===== src/alu_ops_pkg.sv =====
`default_nettype none

package alu_ops_pkg;

    // ------------------------------------------------------------
    // widths
    // ------------------------------------------------------------
    localparam int DATA_W     = 32;
    localparam int FIELD_W    = 8;
    localparam int NUM_FIELDS = 4;
    localparam int OFFSET_W   = 12;
    localparam int ID_W       = 4;

    // ------------------------------------------------------------
    // operations
    // ------------------------------------------------------------
    typedef enum logic [2:0] {
        ALU_ADD    = 3'd0,
        ALU_SUB    = 3'd1,
        ALU_AND    = 3'd2,
        ALU_OR     = 3'd3,
        ALU_XOR    = 3'd4,
        ALU_MAX    = 3'd5,
        ALU_MIN    = 3'd6,
        ALU_PASS_B = 3'd7
    } alu_op_t;

    // word 1 of a sequence
    typedef struct packed {
        logic [DATA_W-2*ID_W-NUM_FIELDS-1:0] rsvd;
        logic [ID_W-1:0]                     id_engine;
        logic [ID_W-1:0]                     id_module;
        logic [NUM_FIELDS-1:0]               alu_mask;
    } cfg_mask_view_t;

    // word 4 of a sequence
    typedef struct packed {
        logic [DATA_W-3*ID_W-1:0] rsvd;
        logic [ID_W-1:0]          id_lane;
        logic [ID_W-1:0]          id_bundle;
        logic [ID_W-1:0]          id_cu;
    } cfg_route_view_t;

    typedef union packed {
        cfg_mask_view_t  mask;
        cfg_route_view_t route;
        logic [DATA_W-1:0] raw;
    } cfg_word_u;

    // one decoded configuration, as stored in the FIFO
    typedef struct packed {
        alu_op_t               op;
        logic [NUM_FIELDS-1:0] alu_mask;
        logic [NUM_FIELDS-1:0] const_mask;
        logic [FIELD_W-1:0]    const_value;
        logic [ID_W-1:0]       id_cu;
        logic [ID_W-1:0]       id_bundle;
        logic [ID_W-1:0]       id_lane;
    } alu_cfg_t;

    localparam int CFG_W = $bits(alu_cfg_t);

endpackage

`default_nettype wire


===== src/alu_ops_axil_write.sv =====
`timescale 1ns/1ps
`default_nettype none

module alu_ops_axil_write
    import alu_ops_pkg::*;
(
    input  logic                ap_clk,
    input  logic                areset_alu_ops_generator,
    input  logic                awvalid,
    output logic                awready,
    input  logic [13:0]         awaddr,
    input  logic                wvalid,
    output logic                wready,
    input  logic [DATA_W-1:0]   wdata,
    output logic                bvalid,
    input  logic                bready,
    output logic [1:0]          bresp,
    output logic                word_valid,
    output logic [OFFSET_W-1:0] word_offset,
    output logic [DATA_W-1:0]   word_data
);

typedef enum logic [1:0] {
    ST_IDLE,
    ST_ACCEPT,
    ST_RESP
} state_t;

state_t state;

// writes never fail
assign bresp = 2'b00;

// ------------------------------------------------------------
// handshake FSM
// ------------------------------------------------------------
always_ff @(posedge ap_clk) begin
    if (areset_alu_ops_generator) begin
        state      <= ST_IDLE;
        awready    <= 1'b0;
        wready     <= 1'b0;
        bvalid     <= 1'b0;
        word_valid <= 1'b0;
    end else begin
        word_valid <= 1'b0;
        case (state)
            ST_IDLE: begin
                // wait for address and data together
                if (awvalid && wvalid) begin
                    awready <= 1'b1;
                    wready  <= 1'b1;
                    state   <= ST_ACCEPT;
                end
            end
            ST_ACCEPT: begin
                awready    <= 1'b0;
                wready     <= 1'b0;
                bvalid     <= 1'b1;
                word_valid <= 1'b1;
                state      <= ST_RESP;
            end
            ST_RESP: begin
                if (bready) begin
                    bvalid <= 1'b0;
                    state  <= ST_IDLE;
                end
            end
            default: state <= ST_IDLE;
        endcase
    end
end

// byte address to word offset
always_ff @(posedge ap_clk) begin
    if (state == ST_ACCEPT) begin
        word_offset <= awaddr[OFFSET_W+1:2];
        word_data   <= wdata;
    end
end

endmodule

`default_nettype wire


===== src/alu_ops_configure_memory.sv =====
`timescale 1ns/1ps
`default_nettype none

module alu_ops_configure_memory
    import alu_ops_pkg::*;
#(
    parameter int ENGINE_SEQ_WIDTH = 8,
    parameter int ID_RELATIVE      = 1
) (
    input  logic                ap_clk,
    input  logic                areset_alu_ops_generator,
    input  logic                word_valid,
    input  logic [OFFSET_W-1:0] word_offset,
    input  logic [DATA_W-1:0]   word_data,
    output logic                cfg_push,
    output alu_cfg_t            cfg_data,
    output logic                busy
);

// window of word offsets owned by this engine
localparam int SEQ_MIN = ID_RELATIVE * ENGINE_SEQ_WIDTH;
localparam int SEQ_MAX = SEQ_MIN + ENGINE_SEQ_WIDTH;

logic                        in_valid;
logic [OFFSET_W-1:0]         in_offset;
logic [DATA_W-1:0]           in_data;
logic                        filt_valid;
logic                        dec_valid;
cfg_word_u                   dec_word;
logic [ENGINE_SEQ_WIDTH-1:0] seq;

// ------------------------------------------------------------
// input register and window filter
// ------------------------------------------------------------
always_ff @(posedge ap_clk) begin
    if (areset_alu_ops_generator) begin
        in_valid <= 1'b0;
    end else begin
        in_valid <= word_valid;
    end
end

always_ff @(posedge ap_clk) begin
    in_offset <= word_offset;
    in_data   <= word_data;
end

assign filt_valid = in_valid
                  && (int'(in_offset) >= SEQ_MIN)
                  && (int'(in_offset) < SEQ_MAX);

// ------------------------------------------------------------
// sequence tracker
// ------------------------------------------------------------
always_ff @(posedge ap_clk) begin
    if (areset_alu_ops_generator) begin
        seq       <= '0;
        dec_valid <= 1'b0;
        cfg_push  <= 1'b0;
    end else begin
        dec_valid <= filt_valid;
        // top bit lasts one cycle, so one push per sequence
        cfg_push  <= seq[ENGINE_SEQ_WIDTH-1];
        if (seq[ENGINE_SEQ_WIDTH-1]) begin
            seq <= '0;
        end else if (filt_valid) begin
            if ((int'(in_offset) == SEQ_MIN) && (seq == '0)) begin
                seq <= ENGINE_SEQ_WIDTH'(1);
            end else begin
                // a stray word with no sequence shifts zero and stays idle
                seq <= seq << 1;
            end
        end
    end
end

always_ff @(posedge ap_clk) begin
    dec_word <= in_data;
end

// ------------------------------------------------------------
// field decoder, one word per sequence position
// ------------------------------------------------------------
always_ff @(posedge ap_clk) begin
    if (dec_valid) begin
        case (seq)
            ENGINE_SEQ_WIDTH'(1 << 0): begin
                cfg_data.op <= alu_op_t'(dec_word.raw[2:0]);
            end
            ENGINE_SEQ_WIDTH'(1 << 1): begin
                cfg_data.alu_mask <= dec_word.mask.alu_mask;
            end
            ENGINE_SEQ_WIDTH'(1 << 2): begin
                cfg_data.const_mask <= dec_word.raw[NUM_FIELDS-1:0];
            end
            ENGINE_SEQ_WIDTH'(1 << 3): begin
                cfg_data.const_value <= dec_word.raw[FIELD_W-1:0];
            end
            ENGINE_SEQ_WIDTH'(1 << 4): begin
                cfg_data.id_cu     <= dec_word.route.id_cu;
                cfg_data.id_bundle <= dec_word.route.id_bundle;
                cfg_data.id_lane   <= dec_word.route.id_lane;
            end
            // positions 5 and up carry nothing
            default: begin
            end
        endcase
    end
end

assign busy = (|seq) | cfg_push;

endmodule

`default_nettype wire


===== src/alu_ops_config_fifo.sv =====
`timescale 1ns/1ps
`default_nettype none

module alu_ops_config_fifo
    import alu_ops_pkg::*;
#(
    parameter int FIFO_DEPTH = 4
) (
    input  logic     ap_clk,
    input  logic     areset_alu_ops_generator,
    input  logic     wr_en,
    input  alu_cfg_t din,
    input  logic     rd_en,
    output alu_cfg_t dout,
    output logic     full,
    output logic     empty,
    output logic     valid
);

localparam int PTR_W = (FIFO_DEPTH > 1) ? $clog2(FIFO_DEPTH) : 1;
localparam int CNT_W = $clog2(FIFO_DEPTH + 1);

logic [CFG_W-1:0] mem [FIFO_DEPTH];
logic [PTR_W-1:0] wr_ptr;
logic [PTR_W-1:0] rd_ptr;
logic [CNT_W-1:0] count;
logic             do_wr;
logic             do_rd;

assign full  = (count == CNT_W'(FIFO_DEPTH));
assign empty = (count == '0);
// push into a full buffer is lost
assign do_wr = wr_en & ~full;
assign do_rd = rd_en & ~empty;

always_ff @(posedge ap_clk) begin
    if (areset_alu_ops_generator) begin
        wr_ptr <= '0;
        rd_ptr <= '0;
        count  <= '0;
        valid  <= 1'b0;
    end else begin
        valid <= do_rd;
        if (do_wr) begin
            wr_ptr <= (wr_ptr == PTR_W'(FIFO_DEPTH - 1)) ? '0 : wr_ptr + 1'b1;
        end
        if (do_rd) begin
            rd_ptr <= (rd_ptr == PTR_W'(FIFO_DEPTH - 1)) ? '0 : rd_ptr + 1'b1;
        end
        case ({do_wr, do_rd})
            2'b10:   count <= count + 1'b1;
            2'b01:   count <= count - 1'b1;
            default: count <= count;
        endcase
    end
end

// storage and registered read port
always_ff @(posedge ap_clk) begin
    if (do_wr) begin
        mem[wr_ptr] <= din;
    end
    if (do_rd) begin
        dout <= alu_cfg_t'(mem[rd_ptr]);
    end
end

endmodule

`default_nettype wire


===== src/alu_ops_engine.sv =====
`timescale 1ns/1ps
`default_nettype none

module alu_ops_engine
    import alu_ops_pkg::*;
(
    input  logic              ap_clk,
    input  logic              areset_alu_ops_generator,
    input  logic              fifo_empty,
    input  logic              fifo_valid,
    input  alu_cfg_t          fifo_dout,
    output logic              fifo_rd_en,
    output logic              read_busy,
    input  logic              operand_valid,
    output logic              operand_ready,
    input  logic [DATA_W-1:0] operand_a,
    input  logic [DATA_W-1:0] operand_b,
    output logic              result_valid,
    input  logic              result_ready,
    output logic [DATA_W-1:0] result_data,
    output logic [ID_W-1:0]   result_cu,
    output logic [ID_W-1:0]   result_bundle,
    output logic [ID_W-1:0]   result_lane
);

logic              cfg_loaded;
alu_cfg_t          active_cfg;
logic              s1_valid;
logic [DATA_W-1:0] s1_a;
logic [DATA_W-1:0] s1_b;
alu_cfg_t          s1_cfg;
logic              s2_en;
logic              s1_take;
logic [DATA_W-1:0] b_sel;
logic [DATA_W-1:0] alu_out;

function automatic logic [FIELD_W-1:0] alu_field(
    input alu_op_t            op,
    input logic [FIELD_W-1:0] a,
    input logic [FIELD_W-1:0] b
);
    case (op)
        ALU_ADD: return a + b;
        ALU_SUB: return a - b;
        ALU_AND: return a & b;
        ALU_OR:  return a | b;
        ALU_XOR: return a ^ b;
        ALU_MAX: return (a > b) ? a : b;
        ALU_MIN: return (a < b) ? a : b;
        default: return b;
    endcase
endfunction

// ------------------------------------------------------------
// configuration load
// ------------------------------------------------------------
assign fifo_rd_en = ~fifo_empty & ~read_busy;

always_ff @(posedge ap_clk) begin
    if (areset_alu_ops_generator) begin
        read_busy  <= 1'b0;
        cfg_loaded <= 1'b0;
    end else begin
        read_busy <= fifo_rd_en | (read_busy & ~fifo_valid);
        if (fifo_valid) begin
            cfg_loaded <= 1'b1;
        end
    end
end

always_ff @(posedge ap_clk) begin
    if (fifo_valid) begin
        active_cfg <= fifo_dout;
    end
end

// ------------------------------------------------------------
// two-stage pipeline
// ------------------------------------------------------------
assign s2_en         = ~result_valid | result_ready;
assign operand_ready = cfg_loaded & ~fifo_rd_en & ~read_busy & (~s1_valid | s2_en);
assign s1_take       = operand_valid & operand_ready;

always_comb begin
    for (int i = 0; i < NUM_FIELDS; i++) begin
        b_sel[i*FIELD_W +: FIELD_W] = active_cfg.const_mask[i] ? active_cfg.const_value
                                                                : operand_b[i*FIELD_W +: FIELD_W];
        // unmasked fields pass A through
        alu_out[i*FIELD_W +: FIELD_W] = s1_cfg.alu_mask[i]
            ? alu_field(s1_cfg.op, s1_a[i*FIELD_W +: FIELD_W], s1_b[i*FIELD_W +: FIELD_W])
            : s1_a[i*FIELD_W +: FIELD_W];
    end
end

always_ff @(posedge ap_clk) begin
    if (areset_alu_ops_generator) begin
        s1_valid     <= 1'b0;
        result_valid <= 1'b0;
    end else begin
        if (s2_en) begin
            result_valid <= s1_valid;
        end
        if (s1_take) begin
            s1_valid <= 1'b1;
        end else if (s2_en) begin
            s1_valid <= 1'b0;
        end
    end
end

// each packet carries its own config, so a reload cannot touch packets in flight
always_ff @(posedge ap_clk) begin
    if (s1_take) begin
        s1_a   <= operand_a;
        s1_b   <= b_sel;
        s1_cfg <= active_cfg;
    end
    if (s2_en && s1_valid) begin
        result_data   <= alu_out;
        result_cu     <= s1_cfg.id_cu;
        result_bundle <= s1_cfg.id_bundle;
        result_lane   <= s1_cfg.id_lane;
    end
end

endmodule

`default_nettype wire


===== src/alu_ops_top.sv =====
`timescale 1ns/1ps
`default_nettype none

module alu_ops_top
    import alu_ops_pkg::*;
#(
    parameter int ENGINE_SEQ_WIDTH = 8,
    parameter int ID_RELATIVE      = 1,
    parameter int FIFO_DEPTH       = 4
) (
    input  logic              ap_clk,
    input  logic              areset_alu_ops_generator,
    input  logic              awvalid,
    output logic              awready,
    input  logic [13:0]       awaddr,
    input  logic              wvalid,
    output logic              wready,
    input  logic [DATA_W-1:0] wdata,
    output logic              bvalid,
    input  logic              bready,
    output logic [1:0]        bresp,
    input  logic              operand_valid,
    output logic              operand_ready,
    input  logic [DATA_W-1:0] operand_a,
    input  logic [DATA_W-1:0] operand_b,
    output logic              result_valid,
    input  logic              result_ready,
    output logic [DATA_W-1:0] result_data,
    output logic [ID_W-1:0]   result_cu,
    output logic [ID_W-1:0]   result_bundle,
    output logic [ID_W-1:0]   result_lane,
    output logic              cfg_pending
);

logic                word_valid;
logic [OFFSET_W-1:0] word_offset;
logic [DATA_W-1:0]   word_data;
logic                cfg_push;
alu_cfg_t            cfg_data;
logic                cfg_busy;
logic                fifo_rd_en;
logic                fifo_empty;
logic                fifo_full;
logic                fifo_valid;
alu_cfg_t            fifo_dout;
logic                read_busy;

// ------------------------------------------------------------
// host side producer
// ------------------------------------------------------------
alu_ops_axil_write u_axil_write (
    .ap_clk                   (ap_clk),
    .areset_alu_ops_generator (areset_alu_ops_generator),
    .awvalid                  (awvalid),
    .awready                  (awready),
    .awaddr                   (awaddr),
    .wvalid                   (wvalid),
    .wready                   (wready),
    .wdata                    (wdata),
    .bvalid                   (bvalid),
    .bready                   (bready),
    .bresp                    (bresp),
    .word_valid               (word_valid),
    .word_offset              (word_offset),
    .word_data                (word_data)
);

alu_ops_configure_memory #(
    .ENGINE_SEQ_WIDTH (ENGINE_SEQ_WIDTH),
    .ID_RELATIVE      (ID_RELATIVE)
) u_configure_memory (
    .ap_clk                   (ap_clk),
    .areset_alu_ops_generator (areset_alu_ops_generator),
    .word_valid               (word_valid),
    .word_offset              (word_offset),
    .word_data                (word_data),
    .cfg_push                 (cfg_push),
    .cfg_data                 (cfg_data),
    .busy                     (cfg_busy)
);

// ------------------------------------------------------------
// buffer and consumer
// ------------------------------------------------------------
alu_ops_config_fifo #(
    .FIFO_DEPTH (FIFO_DEPTH)
) u_config_fifo (
    .ap_clk                   (ap_clk),
    .areset_alu_ops_generator (areset_alu_ops_generator),
    .wr_en                    (cfg_push),
    .din                      (cfg_data),
    .rd_en                    (fifo_rd_en),
    .dout                     (fifo_dout),
    .full                     (fifo_full),
    .empty                    (fifo_empty),
    .valid                    (fifo_valid)
);

alu_ops_engine u_engine (
    .ap_clk                   (ap_clk),
    .areset_alu_ops_generator (areset_alu_ops_generator),
    .fifo_empty               (fifo_empty),
    .fifo_valid               (fifo_valid),
    .fifo_dout                (fifo_dout),
    .fifo_rd_en               (fifo_rd_en),
    .read_busy                (read_busy),
    .operand_valid            (operand_valid),
    .operand_ready            (operand_ready),
    .operand_a                (operand_a),
    .operand_b                (operand_b),
    .result_valid             (result_valid),
    .result_ready             (result_ready),
    .result_data              (result_data),
    .result_cu                (result_cu),
    .result_bundle            (result_bundle),
    .result_lane              (result_lane)
);

// low once every written configuration sits in the engine
assign cfg_pending = cfg_busy | ~fifo_empty | read_busy;

endmodule

`default_nettype wire


===== config.mk =====
export PLATFORM = sky130hd
export DESIGN_NAME = alu_ops_top
export DESIGN_NICKNAME = d
export VERILOG_FILES = /design/src/alu_ops_pkg.sv /design/src/alu_ops_axil_write.sv /design/src/alu_ops_configure_memory.sv /design/src/alu_ops_config_fifo.sv /design/src/alu_ops_engine.sv /design/src/alu_ops_top.sv
export SDC_FILE = /design/constraint.sdc
export NUM_CORES = 1
export LEC_CHECK = 0
export ABC_CLOCK_PERIOD_IN_PS = 9400
export BUFFER_PORTS_ARGS = -buffer_cell sky130_fd_sc_hd__clkbuf_2
export CAP_MARGIN = 20
export CORE_AREA = 2 2 245 247
export DETAILED_ROUTE_END_ITERATION = 6
export DIE_AREA = 0 0 247 249
export PLACE_DENSITY = 0.57
export SYNTH_ARGS = -nofsm -noshare
export SYNTH_HDL_FRONTEND = slang
export SYNTH_SLANG_ARGS = --single-unit

===== constraint.sdc =====
create_clock -name ap_clk -period 9.4 [get_ports ap_clk]
set_input_delay 1.88 -clock ap_clk [delete_from_list [all_inputs] [get_ports ap_clk]]
set_output_delay 1.88 -clock ap_clk [all_outputs]
set_load 0.01 [all_outputs]

==> results <==
- The detailed-route vias per instance is 5.33.
- Once the clock tree was built, the resizer swapped 0 gates to a different size.
- The number of buffers added on ports is ~140.
- The critical path in this run is classified as in -> out.
- After floorplanning, the core was sized to cover 0.0587 sq mm.
- The count of flip-flops with a built-in enable after synthesis is 368.
- Across every metal layer, demand over resource in global routing totals 17.3%.
- Setup violations remaining at the end of the flow were counted as 0.
- The capturing element of the worst setup path is operand_ready.
- The worst-case clock skew is 21.7 ps.
- After clock tree synthesis, the setup repair step added 0 buffers.
- The first element of the critical path is result_ready.
- For this run, the register share of the synthesized area comes to 60.3%.
- Setup repair after global routing left no endpoint under its margin.
- In the final routed layout, each cell accounts on average for 21.7 um.
- The worst reg2reg path startpoint is u_engine.s1_a[0].
- The critical path data arrival time is 2660 ps.
- The ratio of total power to cell area is about 210 mW/mm^2.
- The count of different cell masters after synthesis is between 80 and 90.
- The total negative slack is 0 ps.
- For this run, the detailed router's first-pass iteration total came to 6.
- The initial utilization of the core area, before any placement, comes to a little over a third.
- The capturing element type of the critical path is an output pin.
- The number of levels the H-tree was split into is 2.
- The worst slew slack as a fraction of its limit is 19.5%.
- The number of remaining DRC errors is 0.
- The achievable frequency is 220 MHz.
- The number of global-route vias before repair is 13482.
- The number of antenna diodes in the final layout is 0.
- The flip-flop cell with the highest count after synthesis is sky130_fd_sc_hd__edfxtp_1.
- The number of max-slew violations in the final report is 0.
- The final critical-path required period is ~4500 ps.
- The analysis attributes to cell leakage a power of 8.60 nW.
- The die is 247 um wide.
- The synthesized cell area is 0.0204 sq mm.
- The number of buffers between clock root and the deepest sink is 3.
- Dividing the synthesized area by the synthesized cell count gives 13.3 sq um.
- The kind of launch point of the worst setup path is an input pin.
- The length in cells of the worst reg-to-reg path is 10.
- The hold-fix buffer count after cts is 0.
- The minimum setup slack among reg-to-reg paths is 5780 ps.
- For this block, the via count after detailed routing is 13171.
- The fraction of the cycle the final worst path needs is a little under 50%.
- The pin count of the biggest net entering global routing is 69.
- The area growth from synthesis to layout is 15.2%.
- After synthesis, the share of flip-flops with an asynchronous set or reset is 0%.
- The initial antenna violation count is 1.
- After synthesis, the largest area contributor takes up 54.0% of total cell area.
- The detailed router finished its first iteration with 1167 violations.
- The count of fill cells added during filler insertion is ~5400.
- The routability-driven placement congestion ratio is 0.871.
- In the post-synthesis netlist, the biggest area contributors are sky130_fd_sc_hd__edfxtp_1, sky130_fd_sc_hd__ha_1, sky130_fd_sc_hd__dfxtp_1.
- The total CTS buffers is 47.
- The synthesized flop and latch total is approximately 430.
- In this run the worst path has a maximum fanout of 3.
- The clock transition time at the flip-flop clock pins of the worst setup and hold paths is around 60 ps.
- The worst register-to-register path ends at u_engine.result_data[1].
- The area of the die is 0.0615 sq mm.
- The CTS tree is built.
- The aggregate global routing overflow is 0.
- Pin placement for this block handled 169 I/O pins.
- The worst hold-check path type is reg -> reg.
- The sum of net half-perimeters after detailed placement is between 30000 and 40000 um.
- The clock network latency to the later pin of the worst-skew pair is around 600 ps.
- The share of layout cells above drive strength 1 is 21.0%.
- The synthesized instance count is 1534.
- The floorplan row count is 89.
- The first global-routing pass estimated 80500 um of wire.
- The count of nets after finishing is roughly 1900.
- At the pin with the least slew margin, the transition time is 1210 ps.
- The total number of yosys warnings is 0.
- Across the VDD grid, the largest voltage drop is between 0.1 and 0.15 mV.
- In this run the remaining antenna-violating nets after routing total 0.
- Data on the critical path is required at its endpoint by 7520 ps.
- Summed over all instances, the cell type with the most area after synthesis is sky130_fd_sc_hd__edfxtp_1.
- The tool flagged a number of max-cap violations equal to 0.
- The total wirelength of the detailed-routed design is 53500 um.
- The floorplan die height is 249 um.
- The number of hold-slack violations in the final timing report is 0.
- The tightest hold path in the finished design has a slack of 325 ps.
- The clock sink total is 432.
- The flow ran to the end, and the final reports show no timing, DRC or antenna violations.
- The tree is rooted in a sky130_fd_sc_hd__clkbuf_16.
[cell type report]
class	count	area (sq um)	area share [%]
clock inverter	33	357	1.51
inverter	95	359	1.52
multi-input combinational	920	7390	31.4
tap	773	967	4.11
timing repair buffer	164	875	3.71
sequential	432	12300	52.4
clock buffer	55	1270	5.39
[metrics by stage]
step           cells  worst slack [ps]  utilization (%)  area (sq um)  total power [mW]
4_1_cts         2472              4850             40.1         23600              5.02
3_5_place_dp    2384              4850             37.4         21900              3.11
6_report        2472              4860             40.1         23600              4.95
3_3_place_gp    2383              4840             37.3         21900              3.09
5_1_grt         2472              4780             40.1         23600              5.17
2_1_floorplan   1535              5030                -         20500              2.86
[cells by family (layout without fill, tap and decap cells)]
group                    count (synthesis)  after routing  synth area share, %
multiplexers                           113            113                 7.76
flip-flops                             432            432                 60.3
XOR/XNOR                                22             22                0.942
AO/OA/AOI/OAI                          339            339                 11.4
adder cells (fa/ha/maj)                115            115                 7.37
buffers and inverters                  183            347                 3.73
other                                    1              2               0.0183
AND/OR/NAND/NOR                        329            329                 8.46
[state kept, by name, summed over array words and instances (netlist names), 3 cells and up]
name and flops:
u_engine.result_cu 4, u_engine.result_lane 4, u_engine.result_bundle 4, u_configure_memory.cfg_data 31, u_config_fifo.count 3, u_configure_memory.dec_word 12
u_axil_write.word_offset 12, u_engine.s1_a 32, u_engine.active_cfg 31, u_config_fifo.dout 31, u_engine.result_data 32, u_engine.s1_cfg 19
u_config_fifo.mem 124, u_configure_memory.in_data 12, u_configure_memory.seq 8, u_configure_memory.in_offset 12, u_axil_write.word_data 12, u_engine.s1_b 32
[routing by layer]
layer	up-vias	wire length, um	GRT usage, %	share of wire (%)
met5	-	0	0	0
met3	107	3290	2.95	6.1
li1	6085	-	-	-
met1	6542	22200	22.2	42
met4	0	1860	6.68	3.5
met2	437	26100	28.9	49
[placed cells by master (no fill, tap or decap), types with 6 or more instances in the layout]
cell / count
sky130_fd_sc_hd__edfxtp_1: 368
sky130_fd_sc_hd__nor4_1: 7
sky130_fd_sc_hd__o221ai_1: 9
sky130_fd_sc_hd__o21ai_0: 64
sky130_fd_sc_hd__dfxtp_1: 62
sky130_fd_sc_hd__ha_1: 106
sky130_fd_sc_hd__mux2i_1: 46
sky130_fd_sc_hd__inv_1: 94
sky130_fd_sc_hd__o211ai_1: 7
sky130_fd_sc_hd__nand2_1: 54
sky130_fd_sc_hd__nor2b_1: 26
sky130_fd_sc_hd__or3_1: 9
sky130_fd_sc_hd__xnor2_1: 8
sky130_fd_sc_hd__nand2b_1: 8
sky130_fd_sc_hd__o221a_2: 11
sky130_fd_sc_hd__clkinv_2: 9
sky130_fd_sc_hd__mux4_2: 33
sky130_fd_sc_hd__nor3_1: 35
sky130_fd_sc_hd__a21o_1: 9
sky130_fd_sc_hd__a31oi_1: 14
sky130_fd_sc_hd__clkbuf_16: 49
sky130_fd_sc_hd__nand4_1: 20
sky130_fd_sc_hd__o21bai_1: 10
sky130_fd_sc_hd__nor2_1: 80
sky130_fd_sc_hd__a211oi_1: 21
sky130_fd_sc_hd__nand3_1: 32
sky130_fd_sc_hd__a221oi_1: 11
sky130_fd_sc_hd__o22ai_1: 9
sky130_fd_sc_hd__a21oi_1: 105
sky130_fd_sc_hd__xor2_1: 14
sky130_fd_sc_hd__clkinv_1: 6
sky130_fd_sc_hd__nor3b_1: 8
sky130_fd_sc_hd__clkbuf_2: 144
sky130_fd_sc_hd__mux2_2: 34
sky130_fd_sc_hd__fa_1: 9
sky130_fd_sc_hd__buf_4: 19
[power by group]
part           internal, mW  switching [mW]
sequential             2.25          0.0895
combinational         0.290           0.435
clock                  1.10           0.797
[worst min-delay path by stage]
stage,start,endpoint,slack [ps],cells after the start
3_5_place_dp,u_configure_memory.in_data[9],u_configure_memory.dec_word[9],310,0
5_1_grt,u_configure_memory.in_data[3],u_configure_memory.dec_word[3],330,0
4_1_cts,u_configure_memory.in_data[9],u_configure_memory.dec_word[9],330,0
2_1_floorplan,u_configure_memory.in_data[0],u_configure_memory.dec_word[0],310,0
3_3_place_gp,u_configure_memory.in_data[2],u_configure_memory.dec_word[2],310,0
6_report,u_configure_memory.in_data[3],u_configure_memory.dec_word[3],330,0
[cells in the mapped netlist (34+ instances only)]
master / count
sky130_fd_sc_hd__a21oi_1: 105
sky130_fd_sc_hd__clkbuf_1: 43
sky130_fd_sc_hd__dfxtp_1: 64
sky130_fd_sc_hd__edfxtp_1: 368
sky130_fd_sc_hd__ha_1: 106
sky130_fd_sc_hd__inv_1: 95
sky130_fd_sc_hd__mux2_2: 34
sky130_fd_sc_hd__mux2i_1: 46
sky130_fd_sc_hd__nand2_1: 54
sky130_fd_sc_hd__nor2_1: 82
sky130_fd_sc_hd__nor3_1: 35
sky130_fd_sc_hd__o21ai_0: 64
[worst max-delay path: stages]
cell	delay, ps
sky130_fd_sc_hd__clkbuf_2	80
sky130_fd_sc_hd__nor2b_1	260
sky130_fd_sc_hd__nand2_1	110
sky130_fd_sc_hd__and3_1	210
sky130_fd_sc_hd__clkbuf_2	130
Power figures use the tool's default switching activity.
